==> config.mk <==
export PLATFORM = sky130hd
export DESIGN_NAME = ac97_ctl_top
export DESIGN_NICKNAME = d
export VERILOG_FILES = /design/src/rtl/ac97_pkg.sv /design/src/rtl/ac97_frame_sync.sv /design/src/rtl/ac97_dma_seq.sv /design/src/rtl/ac97_ctlif.sv /design/src/rtl/ac97_ctl_top.sv
export SDC_FILE = /design/constraint.sdc
export NUM_CORES = 1
export LEC_CHECK = 0
export ABC_AREA = 1
export BUFFER_PORTS_ARGS = -buffer_cell sky130_fd_sc_hd__buf_2
export CAP_MARGIN = 20
export CORE_UTILIZATION = 50
export CTS_BUF_LIST = sky130_fd_sc_hd__clkbuf_8
export CTS_CLUSTER_SIZE = 40
export DETAILED_ROUTE_END_ITERATION = 10
export PLACE_DENSITY = 0.72
export SLEW_MARGIN = 20
export SYNTH_ARGS = -nofsm -noshare
export SYNTH_HDL_FRONTEND = slang
export SYNTH_SLANG_ARGS = --single-unit
==> constraint.sdc <==
create_clock -name sys_clk -period 4.8 [get_ports sys_clk]
set_input_delay 0.48 -clock sys_clk [delete_from_list [all_inputs] [get_ports sys_clk]]
set_output_delay 0.48 -clock sys_clk [all_outputs]
set_load 0.05 [all_outputs]
==> src/rtl/ac97_pkg.sv <==
package ac97_pkg;

	// ~~~~~~~~~~~~~~~~~~~~~~~~~~~~~~
	// Link and datapath widths
	// ~~~~~~~~~~~~~~~~~~~~~~~~~~~~~~
	localparam int SLOT_W       = 20;
	localparam int CODEC_ADDR_W = 7;
	localparam int CODEC_DATA_W = 16;
	localparam int DMA_ADDR_W   = 30;  // Word address
	localparam int DMA_CNT_W    = 16;  // Word count

	localparam int CSR_SEL_W = 4;  // Block select, csr_a[13:10]
	localparam int CSR_OFS_W = 4;  // Register select, csr_a[3:0]

	// ~~~~~~~~~~~~~~~~~~~~~~~~~~~~~~
	// CSR register offsets
	// ~~~~~~~~~~~~~~~~~~~~~~~~~~~~~~
	localparam logic [CSR_OFS_W-1:0] REG_CMD       = 4'd0;
	localparam logic [CSR_OFS_W-1:0] REG_CMD_ADDR  = 4'd1;
	localparam logic [CSR_OFS_W-1:0] REG_CMD_DATA  = 4'd2;
	localparam logic [CSR_OFS_W-1:0] REG_REPLY     = 4'd3;
	localparam logic [CSR_OFS_W-1:0] REG_DMAR_EN   = 4'd4;
	localparam logic [CSR_OFS_W-1:0] REG_DMAR_ADDR = 4'd5;
	localparam logic [CSR_OFS_W-1:0] REG_DMAR_CNT  = 4'd6;
	localparam logic [CSR_OFS_W-1:0] REG_DMAW_EN   = 4'd8;
	localparam logic [CSR_OFS_W-1:0] REG_DMAW_ADDR = 4'd9;
	localparam logic [CSR_OFS_W-1:0] REG_DMAW_CNT  = 4'd10;

endpackage

==> src/rtl/ac97_frame_sync.sv <==
module ac97_frame_sync #(
	parameter int FRAME_CYCLES = 256
) (
	input  logic sys_clk,
	input  logic sys_rst,
	input  logic link_en,
	output logic frame_tick
);

	localparam int CNT_W = (FRAME_CYCLES > 1) ? $clog2(FRAME_CYCLES) : 1;
	localparam logic [CNT_W-1:0] CNT_LAST = CNT_W'(FRAME_CYCLES - 1);

	logic [CNT_W-1:0] cnt;

	// Counter parks at zero while the link is down
	always_ff @(posedge sys_clk) begin
		if (sys_rst || !link_en) begin
			cnt <= '0;
			frame_tick <= 1'b0;
		end else begin
			if (cnt == CNT_LAST) begin
				cnt <= '0;
				frame_tick <= 1'b1;  // Frame boundary
			end else begin
				cnt <= cnt + 1'b1;
				frame_tick <= 1'b0;
			end
		end
	end

endmodule

==> src/rtl/ac97_dma_seq.sv <==
module ac97_dma_seq (
	input  logic                             sys_clk,
	input  logic                             sys_rst,
	input  logic                             frame_tick,
	input  logic                             dmar_active,
	input  logic [ac97_pkg::DMA_ADDR_W-1:0]  dmar_addr,
	input  logic                             dmaw_active,
	input  logic [ac97_pkg::DMA_ADDR_W-1:0]  dmaw_addr,
	output logic                             dmar_next,
	output logic                             dmaw_next,
	output logic                             mem_req,
	output logic                             mem_we,
	output logic [ac97_pkg::DMA_ADDR_W-1:0]  mem_addr,
	input  logic                             mem_ack
);

	localparam logic [1:0] ST_IDLE  = 2'd0;
	localparam logic [1:0] ST_READ  = 2'd1;
	localparam logic [1:0] ST_WRITE = 2'd2;

	logic [1:0] state;
	logic       rd_pend;
	logic       wr_pend;

	always_ff @(posedge sys_clk) begin
		if (sys_rst) begin
			state <= ST_IDLE;
			rd_pend <= 1'b0;
			wr_pend <= 1'b0;
			mem_req <= 1'b0;
			mem_we <= 1'b0;
			dmar_next <= 1'b0;
			dmaw_next <= 1'b0;
		end else begin
			dmar_next <= 1'b0;
			dmaw_next <= 1'b0;

			case (state)
				ST_IDLE: begin
					if (rd_pend) begin
						if (dmar_active) begin  // Reads first
							mem_req <= 1'b1;
							mem_we <= 1'b0;
							mem_addr <= dmar_addr;
							state <= ST_READ;
						end else begin
							rd_pend <= 1'b0;  // Channel stopped meanwhile
						end
					end else if (wr_pend) begin
						if (dmaw_active) begin
							mem_req <= 1'b1;
							mem_we <= 1'b1;
							mem_addr <= dmaw_addr;
							state <= ST_WRITE;
						end else begin
							wr_pend <= 1'b0;
						end
					end
				end
				ST_READ: begin
					if (mem_ack) begin
						mem_req <= 1'b0;
						rd_pend <= 1'b0;
						dmar_next <= dmar_active;
						state <= ST_IDLE;
					end
				end
				ST_WRITE: begin
					if (mem_ack) begin
						mem_req <= 1'b0;
						wr_pend <= 1'b0;
						dmaw_next <= dmaw_active;
						state <= ST_IDLE;
					end
				end
				default: state <= ST_IDLE;
			endcase

			// A channel still pending drops the extra frame
			if (frame_tick && dmar_active && !rd_pend)
				rd_pend <= 1'b1;
			if (frame_tick && dmaw_active && !wr_pend)
				wr_pend <= 1'b1;
		end
	end

	// Request held steady until the memory takes it
	a_mem_req_stable: assert property (@(posedge sys_clk) disable iff (sys_rst)
		mem_req && !mem_ack |=> mem_req && $stable(mem_addr) && $stable(mem_we));

endmodule

==> src/rtl/ac97_ctlif.sv <==
module ac97_ctlif #(
	parameter logic [ac97_pkg::CSR_SEL_W-1:0] CSR_BLOCK = '0
) (
	input  logic                              sys_clk,
	input  logic                              sys_rst,
	input  logic                              frame_tick,
	input  logic [13:0]                       csr_a,
	input  logic                              csr_we,
	input  logic [31:0]                       csr_di,
	output logic [31:0]                       csr_do,
	output logic                              crrequest_irq,
	output logic                              crreply_irq,
	output logic                              dmar_irq,
	output logic                              dmaw_irq,
	output logic                              down_addr_valid,
	output logic [ac97_pkg::SLOT_W-1:0]       down_addr,
	output logic                              down_data_valid,
	output logic [ac97_pkg::SLOT_W-1:0]       down_data,
	input  logic                              up_frame_valid,
	input  logic                              up_addr_valid,
	input  logic                              up_data_valid,
	input  logic [ac97_pkg::SLOT_W-1:0]       up_addr,
	input  logic [ac97_pkg::SLOT_W-1:0]       up_data,
	output logic                              dmar_active,
	output logic [ac97_pkg::DMA_ADDR_W-1:0]   dmar_addr,
	output logic                              dmaw_active,
	output logic [ac97_pkg::DMA_ADDR_W-1:0]   dmaw_addr,
	input  logic                              dmar_next,
	input  logic                              dmaw_next
);

	localparam int ADDR_PAD = ac97_pkg::SLOT_W - 1 - ac97_pkg::CODEC_ADDR_W;
	localparam int DATA_PAD = ac97_pkg::SLOT_W - ac97_pkg::CODEC_DATA_W;
	localparam int CNT_MSB  = ac97_pkg::DMA_CNT_W + 1;

	logic                               request_en;
	logic                               request_write;
	logic [ac97_pkg::CODEC_ADDR_W-1:0]  request_addr;
	logic [ac97_pkg::CODEC_DATA_W-1:0]  request_data;
	logic [ac97_pkg::CODEC_DATA_W-1:0]  reply_data;
	logic                               dmar_en;
	logic                               dmaw_en;
	logic [ac97_pkg::DMA_CNT_W-1:0]     dmar_cnt;
	logic [ac97_pkg::DMA_CNT_W-1:0]     dmaw_cnt;
	logic                               dmar_finished;
	logic                               dmaw_finished;
	logic                               dmar_finished_r;
	logic                               dmaw_finished_r;
	logic                               csr_sel;
	logic [ac97_pkg::CSR_OFS_W-1:0]     csr_ofs;
	logic                               reply_ok;

	assign csr_sel = csr_a[13 -: ac97_pkg::CSR_SEL_W] == CSR_BLOCK;
	assign csr_ofs = csr_a[ac97_pkg::CSR_OFS_W-1:0];
	assign reply_ok = up_frame_valid & up_addr_valid & up_data_valid;

	assign dmar_finished = dmar_cnt == '0;
	assign dmaw_finished = dmaw_cnt == '0;
	assign dmar_active = dmar_en & ~dmar_finished;
	assign dmaw_active = dmaw_en & ~dmaw_finished;

	// Reset high so an idle channel does not pulse on release
	always_ff @(posedge sys_clk) begin
		if (sys_rst) begin
			dmar_finished_r <= 1'b1;
			dmaw_finished_r <= 1'b1;
		end else begin
			dmar_finished_r <= dmar_finished;
			dmaw_finished_r <= dmaw_finished;
		end
	end

	always_ff @(posedge sys_clk) begin
		if (sys_rst) begin
			csr_do <= '0;
			request_en <= 1'b0;
			request_write <= 1'b0;
			request_addr <= '0;
			request_data <= '0;
			reply_data <= '0;
			down_addr_valid <= 1'b0;
			down_addr <= '0;
			down_data_valid <= 1'b0;
			down_data <= '0;
			dmar_en <= 1'b0;
			dmar_addr <= '0;
			dmar_cnt <= '0;
			dmaw_en <= 1'b0;
			dmaw_addr <= '0;
			dmaw_cnt <= '0;
			crrequest_irq <= 1'b0;
			crreply_irq <= 1'b0;
			dmar_irq <= 1'b0;
			dmaw_irq <= 1'b0;
		end else begin
			crrequest_irq <= 1'b0;
			crreply_irq <= 1'b0;
			dmar_irq <= dmar_finished & ~dmar_finished_r;
			dmaw_irq <= dmaw_finished & ~dmaw_finished_r;

			// ~~~~~~~~~~~~~~~~~~~~~~~~~~~~~~
			// Frame boundary
			// ~~~~~~~~~~~~~~~~~~~~~~~~~~~~~~
			if (frame_tick) begin
				down_addr_valid <= request_en;
				down_addr <= {ac97_pkg::SLOT_W{request_en}}
					& {~request_write, request_addr, {ADDR_PAD{1'b0}}};
				down_data_valid <= request_en & request_write;
				down_data <= {ac97_pkg::SLOT_W{request_en & request_write}}
					& {request_data, {DATA_PAD{1'b0}}};
				request_en <= 1'b0;  // Consumed by this frame
				crrequest_irq <= request_en;
				if (reply_ok) begin
					crreply_irq <= 1'b1;
					reply_data <= up_data[ac97_pkg::SLOT_W-1 -: ac97_pkg::CODEC_DATA_W];
				end
			end

			if (dmar_next) begin
				dmar_addr <= dmar_addr + 1'b1;
				dmar_cnt <= dmar_cnt - 1'b1;
			end
			if (dmaw_next) begin
				dmaw_addr <= dmaw_addr + 1'b1;
				dmaw_cnt <= dmaw_cnt - 1'b1;
			end

			// ~~~~~~~~~~~~~~~~~~~~~~~~~~~~~~
			// CPU access
			// ~~~~~~~~~~~~~~~~~~~~~~~~~~~~~~
			csr_do <= '0;
			if (csr_sel) begin
				if (csr_we) begin
					case (csr_ofs)
						ac97_pkg::REG_CMD: begin
							request_en <= csr_di[0];
							request_write <= csr_di[1];
						end
						ac97_pkg::REG_CMD_ADDR: request_addr <= csr_di[ac97_pkg::CODEC_ADDR_W-1:0];
						ac97_pkg::REG_CMD_DATA: request_data <= csr_di[ac97_pkg::CODEC_DATA_W-1:0];
						ac97_pkg::REG_DMAR_EN: dmar_en <= csr_di[0];
						ac97_pkg::REG_DMAR_ADDR: dmar_addr <= csr_di[31:2];  // Byte to word
						ac97_pkg::REG_DMAR_CNT: dmar_cnt <= csr_di[CNT_MSB:2];
						ac97_pkg::REG_DMAW_EN: dmaw_en <= csr_di[0];
						ac97_pkg::REG_DMAW_ADDR: dmaw_addr <= csr_di[31:2];
						ac97_pkg::REG_DMAW_CNT: dmaw_cnt <= csr_di[CNT_MSB:2];
						default: ;
					endcase
				end
				case (csr_ofs)
					ac97_pkg::REG_CMD: csr_do <= {30'd0, request_write, request_en};
					ac97_pkg::REG_CMD_ADDR: csr_do <= 32'(request_addr);
					ac97_pkg::REG_CMD_DATA: csr_do <= 32'(request_data);
					ac97_pkg::REG_REPLY: csr_do <= 32'(reply_data);
					ac97_pkg::REG_DMAR_EN: csr_do <= {31'd0, dmar_en};
					ac97_pkg::REG_DMAR_ADDR: csr_do <= {dmar_addr, 2'b00};
					ac97_pkg::REG_DMAR_CNT: csr_do <= 32'({dmar_cnt, 2'b00});
					ac97_pkg::REG_DMAW_EN: csr_do <= {31'd0, dmaw_en};
					ac97_pkg::REG_DMAW_ADDR: csr_do <= {dmaw_addr, 2'b00};
					ac97_pkg::REG_DMAW_CNT: csr_do <= 32'({dmaw_cnt, 2'b00});
					default: csr_do <= '0;
				endcase
			end
		end
	end

	// Sequencer must not step a channel with nothing left to move
	a_dmar_next_active: assert property (@(posedge sys_clk) disable iff (sys_rst)
		dmar_next |-> dmar_active);
	a_dmaw_next_active: assert property (@(posedge sys_clk) disable iff (sys_rst)
		dmaw_next |-> dmaw_active);

endmodule

==> src/rtl/ac97_ctl_top.sv <==
module ac97_ctl_top #(
	parameter logic [ac97_pkg::CSR_SEL_W-1:0] CSR_BLOCK = '0,
	parameter int FRAME_CYCLES = 256
) (
	input  logic                             sys_clk,
	input  logic                             sys_rst,
	input  logic                             link_en,
	input  logic [13:0]                      csr_a,
	input  logic                             csr_we,
	input  logic [31:0]                      csr_di,
	output logic [31:0]                      csr_do,
	output logic                             crrequest_irq,
	output logic                             crreply_irq,
	output logic                             dmar_irq,
	output logic                             dmaw_irq,
	output logic                             down_addr_valid,
	output logic [ac97_pkg::SLOT_W-1:0]      down_addr,
	output logic                             down_data_valid,
	output logic [ac97_pkg::SLOT_W-1:0]      down_data,
	input  logic                             up_frame_valid,
	input  logic                             up_addr_valid,
	input  logic                             up_data_valid,
	input  logic [ac97_pkg::SLOT_W-1:0]      up_addr,
	input  logic [ac97_pkg::SLOT_W-1:0]      up_data,
	output logic                             mem_req,
	output logic                             mem_we,
	output logic [ac97_pkg::DMA_ADDR_W-1:0]  mem_addr,
	input  logic                             mem_ack
);

	logic                             frame_tick;
	logic                             dmar_active;
	logic                             dmaw_active;
	logic [ac97_pkg::DMA_ADDR_W-1:0]  dmar_addr;
	logic [ac97_pkg::DMA_ADDR_W-1:0]  dmaw_addr;
	logic                             dmar_next;
	logic                             dmaw_next;

	ac97_frame_sync #(
		.FRAME_CYCLES(FRAME_CYCLES)
	) u_frame_sync (
		.sys_clk(sys_clk),
		.sys_rst(sys_rst),
		.link_en(link_en),
		.frame_tick(frame_tick)
	);

	ac97_ctlif #(
		.CSR_BLOCK(CSR_BLOCK)
	) u_ctlif (
		.sys_clk(sys_clk),
		.sys_rst(sys_rst),
		.frame_tick(frame_tick),
		.csr_a(csr_a),
		.csr_we(csr_we),
		.csr_di(csr_di),
		.csr_do(csr_do),
		.crrequest_irq(crrequest_irq),
		.crreply_irq(crreply_irq),
		.dmar_irq(dmar_irq),
		.dmaw_irq(dmaw_irq),
		.down_addr_valid(down_addr_valid),
		.down_addr(down_addr),
		.down_data_valid(down_data_valid),
		.down_data(down_data),
		.up_frame_valid(up_frame_valid),
		.up_addr_valid(up_addr_valid),
		.up_data_valid(up_data_valid),
		.up_addr(up_addr),
		.up_data(up_data),
		.dmar_active(dmar_active),
		.dmar_addr(dmar_addr),
		.dmaw_active(dmaw_active),
		.dmaw_addr(dmaw_addr),
		.dmar_next(dmar_next),
		.dmaw_next(dmaw_next)
	);

	ac97_dma_seq u_dma_seq (
		.sys_clk(sys_clk),
		.sys_rst(sys_rst),
		.frame_tick(frame_tick),
		.dmar_active(dmar_active),
		.dmar_addr(dmar_addr),
		.dmaw_active(dmaw_active),
		.dmaw_addr(dmaw_addr),
		.dmar_next(dmar_next),
		.dmaw_next(dmaw_next),
		.mem_req(mem_req),
		.mem_we(mem_we),
		.mem_addr(mem_addr),
		.mem_ack(mem_ack)
	);

endmodule

Yosys cells after proc, flatten, opt, wreduce, memory -nomap -nowiden
Index checks and enable logic that the tools add are counted.
Widths: inputs -> output; s select.
{"block": "word_totals", "ff_bits": 262, "inputBits": 94, "output_inout_bits": 110, "wordCells": 163}
{"block": "classes", "addsub": 5, "n_eq_ne": 20, "muxes": 50, "bitwise_logic": 20, "reduce_logical": 36}
{"operator": "$mux 30", "count": 12}
{"operator": "$pmux 32 s10", "count": 1}
{"operator": "$mux 16", "count": 8}
{"operator": "$add 30x1->30 const B", "count": 2}
{"operator": "$and 20x20->20", "count": 2}
{"operator": "$logic_not 16->1", "count": 2}
{"operator": "$sub 16x1->16 const B", "count": 2}
{"operator": "$mux 1", "count": 20}
{"operator": "$reduce_and 3->1", "count": 6}
{"operator": "$eq 4x3->1 const B", "count": 3}
{"operator": "$eq 4x4->1 const B", "count": 3}
{"operator": "$not 1->1", "count": 11}
{"operator": "$mux 2", "count": 5}
{"operator": "$reduce_and 5->1", "count": 2}
{"operator": "$ne 3x2->1 const B", "count": 3}
{"operator": "$add 8x1->8 const B", "count": 1}
{"operator": "$eq 4x2->1 const B", "count": 2}
{"operator": "$eq 8x8->1 const B", "count": 1}
{"operator": "$logic_not 4->1", "count": 2}
{"operator": "$reduce_and 4->1", "count": 2}
{"operator": "$reduce_or 2->1", "count": 4}
{"operator": "$and 1x1->1", "count": 7}
{"operator": "$ne 3x1->1 const B", "count": 2}
{"operator": "$pmux 1 s2", "count": 3}
{"operator": "14 further kinds", "count": 25}

Longest topological paths before layout
{"block": "depth", "word_depth": 8, "mapped_depth": 12, "ltp_nobuf": 12}

Modules after synthesis
Synthesis repeated with hierarchy kept, for this count alone.
{"block": "unflattened", "hier_cells": 1780, "area_unflattened_um2": 12358.1}
{"mod": "ac97_ctlif", "instances": 1, "cells_per_inst": 1530, "area_per_inst_um2": 10198.5, "seq_area_each_um2": 3983.8}
{"mod": "ac97_dma_seq", "instances": 1, "cells_per_inst": 195, "area_per_inst_um2": 1740.4, "seq_area_each_um2": 1061.0}
{"mod": "ac97_frame_sync", "instances": 1, "cells_per_inst": 55, "area_per_inst_um2": 419.2, "seq_area_each_um2": 180.2}

Worst setup path after synthesis
No wires, ideal clock.
{"block": "synth_timing", "path_type": "in2reg", "from": "input port sys_rst", "to": "register u_dma_seq.mem_addr[0] in the netlist's numbering (enable)", "setup_ns": 0.427, "arrival_ns": 2.514, "required_time_ns": 4.373, "path_slack_ns": 1.859, "stages": 5, "path_buffers": 2, "path_cell_list": "buf_2 > inv_1 > clkbuf_1 > o211ai_1 > a21oi_1"}
{"block": "synth_via", "elab_chain_cells": 2}
{"element": "from (decl)", "line_no": "ac97_ctl_top.sv:6", "source": "input logic sys_rst,"}
{"element": "$not 1->1 (no line)"}
{"element": "$reduce_and 5->1 (no line)"}
{"element": "to (signal assigned)", "line_no": "ac97_dma_seq.sv:44", "source": "mem_addr <= dmar_addr;"}
{"element": "to (signal assigned)", "line_no": "ac97_dma_seq.sv:53", "source": "mem_addr <= dmaw_addr;"}
{"element": "to (decl)", "line_no": "ac97_dma_seq.sv:13", "source": "output logic [ac97_pkg::DMA_ADDR_W-1:0] mem_addr,"}
Every way passes these cells.
A chain may end at the register's enable or synchronous reset.

Worst setup path in the final report
{"block": "layout_timing", "from": "register u_ctlif.dmar_cnt[0] in the netlist's numbering", "to": "register u_dma_seq.mem_addr[19] in the netlist's numbering (enable)"}
{"block": "layout_via", "elab_chain_cells": 5}
{"element": "from (decl)", "line_no": "ac97_ctlif.sv:43", "source": "logic [ac97_pkg::DMA_CNT_W-1:0] dmar_cnt;"}
{"element": "from (signal assigned)", "line_no": "ac97_ctlif.sv:121", "source": "dmar_cnt <= dmar_cnt - 1'b1;"}
{"element": "from (signal assigned)", "line_no": "ac97_ctlif.sv:143", "source": "ac97_pkg::REG_DMAR_CNT: dmar_cnt <= csr_di[CNT_MSB:2];"}
{"element": "$logic_not 16->1", "line_no": "ac97_ctlif.sv:57", "source": "assign dmar_finished = dmar_cnt == '0;"}
{"element": "$not 1->1", "line_no": "ac97_ctlif.sv:59", "source": "assign dmar_active = dmar_en & ~dmar_finished;"}
{"element": "$and 1x1->1", "line_no": "ac97_ctlif.sv:59"}
{"element": "$ne 2x1->1 (no line)"}
{"element": "$reduce_and 5->1 (no line)"}
Every way passes these cells.

==> flow_metrics.py <==
metrics = {
    "run_status": {
        "outcome": "finished clean",
    },
    "global_route": {
        "grt_usage_pct": 31.87,
        "grt_max_degree": 69,
        "overflow": 0,
        "grt-busiest-layer": "met2",
        "met2_usage_pct": 51.27,
        "grt_pass1_wl_um": 60150,
        "gr-usage-met3_pct": 4.024,
        "antenna_found_initial": 0,
        "use_met1_pct": 39.95,
        "grt_pass1_vias": 11080,
    },
    "floorplanning": {
        "die_y_um": 158.2,
        "start_util_pct": 51.52,
        "chipWidth_um": 158.2,
        "num_rows": 56,
        "ios": 204,
        "core_area_um2": 23680,
        "dieArea_um2": 25030,
    },
    "setup_path": {
        "path_class": "flip-flop to flip-flop",
        "r2r-end": "u_dma_seq.mem_addr[19]",
        "r2r_slack_ns": 2.63,
        "worst_r2r_path_depth": 8,
        "arrival_ns": 2.41,
        "critPathLaunchType": "flip-flop",
        "r2r-start": "u_ctlif.dmar_cnt[0]",
        "crit_required_ns": 5.05,
        "crit_fanout": 21,
        "cp-end-kind": "flip-flop",
    },
    "synthesis": {
        "ys_seq_elements": 246,
        "ys_warn_count": 0,
        "synth.yosys.seq_area_share_pct": 42.82,
        "syn_inst": 1698,
        "synth_edf_count": 30,
        "yosysUniqueCellTypes": 55,
        "synthArstFlopShare_pct": 0,
        "syn-cell-area_um2": 12200,
        "syn_area_per_cell_um2": 7.186,
        "synthFlopType": "dfxtp_1",
    },
    "hold_path": {
        "min_path_cells": 3,
        "hold_end": "u_ctlif.reply_data[2]",
        "hp-class": "input pin to flip-flop",
        "min_from": "up_data[6]",
    },
    "cells_and_area": {
        "antenna_cells": 0,
        "fillers": 2290,
        "drive_gt1_share_pct": 15.78,
        "final_util_pct": 58.83,
        "syn2layout_area_growth_pct": 14.18,
        "final_nets": 1943,
    },
    "timing": {
        "post-route-period-util_pct": 45.18,
        "rsz0062_at_grt": "false",
        "hold_violations": 0,
        "slew_viol_final": 0,
        "maxSlewHeadroom_pct": 39.20,
        "finalSetupTns_ns": 0,
        "finalCriticalPeriod_ns": 2.169,
        "fmax_ghz": 0.4611,
        "fin_worst_skew_ns": 0.01869,
        "worstMarginPinSlew_ns": 0.9093,
        "setup_viol": 0,
    },
    "run": {
        "maxCapViolCount": 0,
    },
    "detailed_routing": {
        "ant_nets": 0,
        "vias": 11890,
        "drt-total-wl_um": 39110,
        "wl_per_cell_um": 17.87,
        "vias_per_cell": 5.432,
        "drc": 0,
        "drtPass1Iterations": 6,
        "drt_iter0_drc": 994,
    },
    "placed_design": {
        "dp_hpwl_um": 28190,
        "port_buffers": 157,
        "gp_congestion": 0.9545,
    },
    "clock_network": {
        "ctsHoldBuffers": 0,
        "numCtsBuffers": 41,
        "cts_setup_buffers": 0,
        "h-tree-depth": 2,
        "post_cts_resize_count": 0,
        "cts_tree": "done",
        "cts.sinks": 246,
        "root_buffer": "clkbuf_8",
        "path_clk_slew_ns": 0.06,
        "insertion_delay_ns": 0.56,
        "cts_buffer_depth": 3,
    },
    "power_and_ir_drop": {
        "p_per_area_nw_per_um2": 303.9,
        "ir_drop_mv": 0.2475,
        "p_leak_nw": 5.989,
        "p_total_mw": 4.234,
    },
}
[power by group]
part | internal [mW] | leakage, nW | switching [mW]
Clock | 1.11 | 0.482 | 0.859
Sequential | 2.08 | 2.00 | 0.00402
Combinational | 0.0402 | 3.50 | 0.138
Total | 3.23 | 5.99 | 1.00
[routing by layer]
metal  vias up  part of all wire, %
li1       5800                    -
met1      5430                   41
met2       528                   46
met3       132                  7.1
met4         0                  6.6
met5         -                    0
[flip-flops by register name, summed over array words and instances, names as in the netlist, 7 cells and up]
signal / count
u_ctlif.csr_do: 32
u_ctlif.dmar_addr: 30
u_ctlif.request_data: 16
u_ctlif.dmaw_addr: 30
u_ctlif.request_addr: 7
u_frame_sync.cnt: 8
u_ctlif.down_addr: 8
u_ctlif.dmar_cnt: 16
u_ctlif.reply_data: 16
u_ctlif.dmaw_cnt: 16
u_ctlif.down_data: 16
u_dma_seq.mem_addr: 30
[metrics by stage]
stage | instance area, µm² | setup slack (ns) | hold slack, ns | instances
global route | 13930 | 2.445 | 0.2000 | 2189
finish | 13930 | 2.631 | 0.1943 | 2189
floorplan | 12260 | 1.859 | 0.3721 | 1713
global placement | 13040 | 2.161 | 0.3858 | 2115
detailed placement | 13040 | 2.126 | 0.3891 | 2115
CTS | 13900 | 2.334 | 0.1719 | 2188
[synth_stat cells (all sizes together) (3+ instances only)]
master	n	area, µm²
dfxtp	216	4324
a32o	3	30.03
nor3b	4	30.03
a221oi	4	35.03
inv	200	753.2
buf	56	357.8
a21oi	148	744.5
nor2	235	1018
or2	4	25.03
o211ai	8	65.06
o21ai	175	875.8
edfxtp	30	900.9
o22ai	9	56.30
nor3	20	150.1
nand3	89	478.0
nand2	374	1449
xor2	29	254.0
a31oi	14	87.58
xnor2	8	70.07
a211oi	5	42.54
ha	9	112.6
clkbuf	23	96.34
nand4	19	131.4
[how the worst max path moves through the flow]
stage | startpoint | to | slack [ns] | cells after the start
3_3_place_gp | csr_a[3] | u_ctlif.dmaw_addr[12] | 2.16 | 10
5_1_grt | u_dma_seq.dmar_next | u_ctlif.dmar_addr[26] | 2.45 | 11
6_report | u_ctlif.dmar_cnt[0] | u_dma_seq.mem_addr[19] | 2.63 | 8
2_1_floorplan | sys_rst | u_dma_seq.mem_addr[0] | 1.86 | 5
3_5_place_dp | csr_a[2] | u_ctlif.dmaw_addr[12] | 2.13 | 9
4_1_cts | u_ctlif.dmar_cnt[0] | u_dma_seq.mem_addr[19] | 2.33 | 7
[cell families after synthesis]
logic type	count (synthesis)	synth area share [%]
other cells	1	0.03073
fa+ha+maj	9	0.9229
simple gates	750	27.17
flops	246	42.82
xor+xnor	37	2.656
buf+inv	281	9.957
compound gates	374	16.44
[final cells by class]
type                       count  area (µm²)  share of cell area [%]
clock inverter                26       220.2                   1.581
inverter                     202       760.7                   5.460
timing repair buffer         163       850.8                   6.107
clock buffer                  47       646.9                   4.643
multi-input combinational   1186        5829                   41.84
tap                          319       399.1                   2.865
sequential                   246        5225                   37.50
[placed cells by master (no fill, tap or decap), types with 15 or more instances in the layout]
| master | n |
|---|---|
| a21oi_1 | 146 |
| buf_2 | 157 |
| clkbuf_8 | 47 |
| conb_1 | 16 |
| dfxtp_1 | 216 |
| edfxtp_1 | 30 |
| inv_1 | 195 |
| inv_2 | 16 |
| nand2_1 | 362 |
| nand3_1 | 84 |
| nand4_1 | 17 |
| nor2_1 | 210 |
| nor3_1 | 15 |
| o21ai_0 | 172 |
| xor2_1 | 29 |
[worst max-delay path, cell delays in order (launching register included)]
cell and delay, ns:
dfxtp_1 0.35, inv_1 0.10, ha_1 0.25, nand2_1 0.08, nor2_1 0.04, nand2_1 0.14
nand3_2 0.18, a21oi_4 0.46, buf_16 0.24
(Power assumes the default switching activity.)
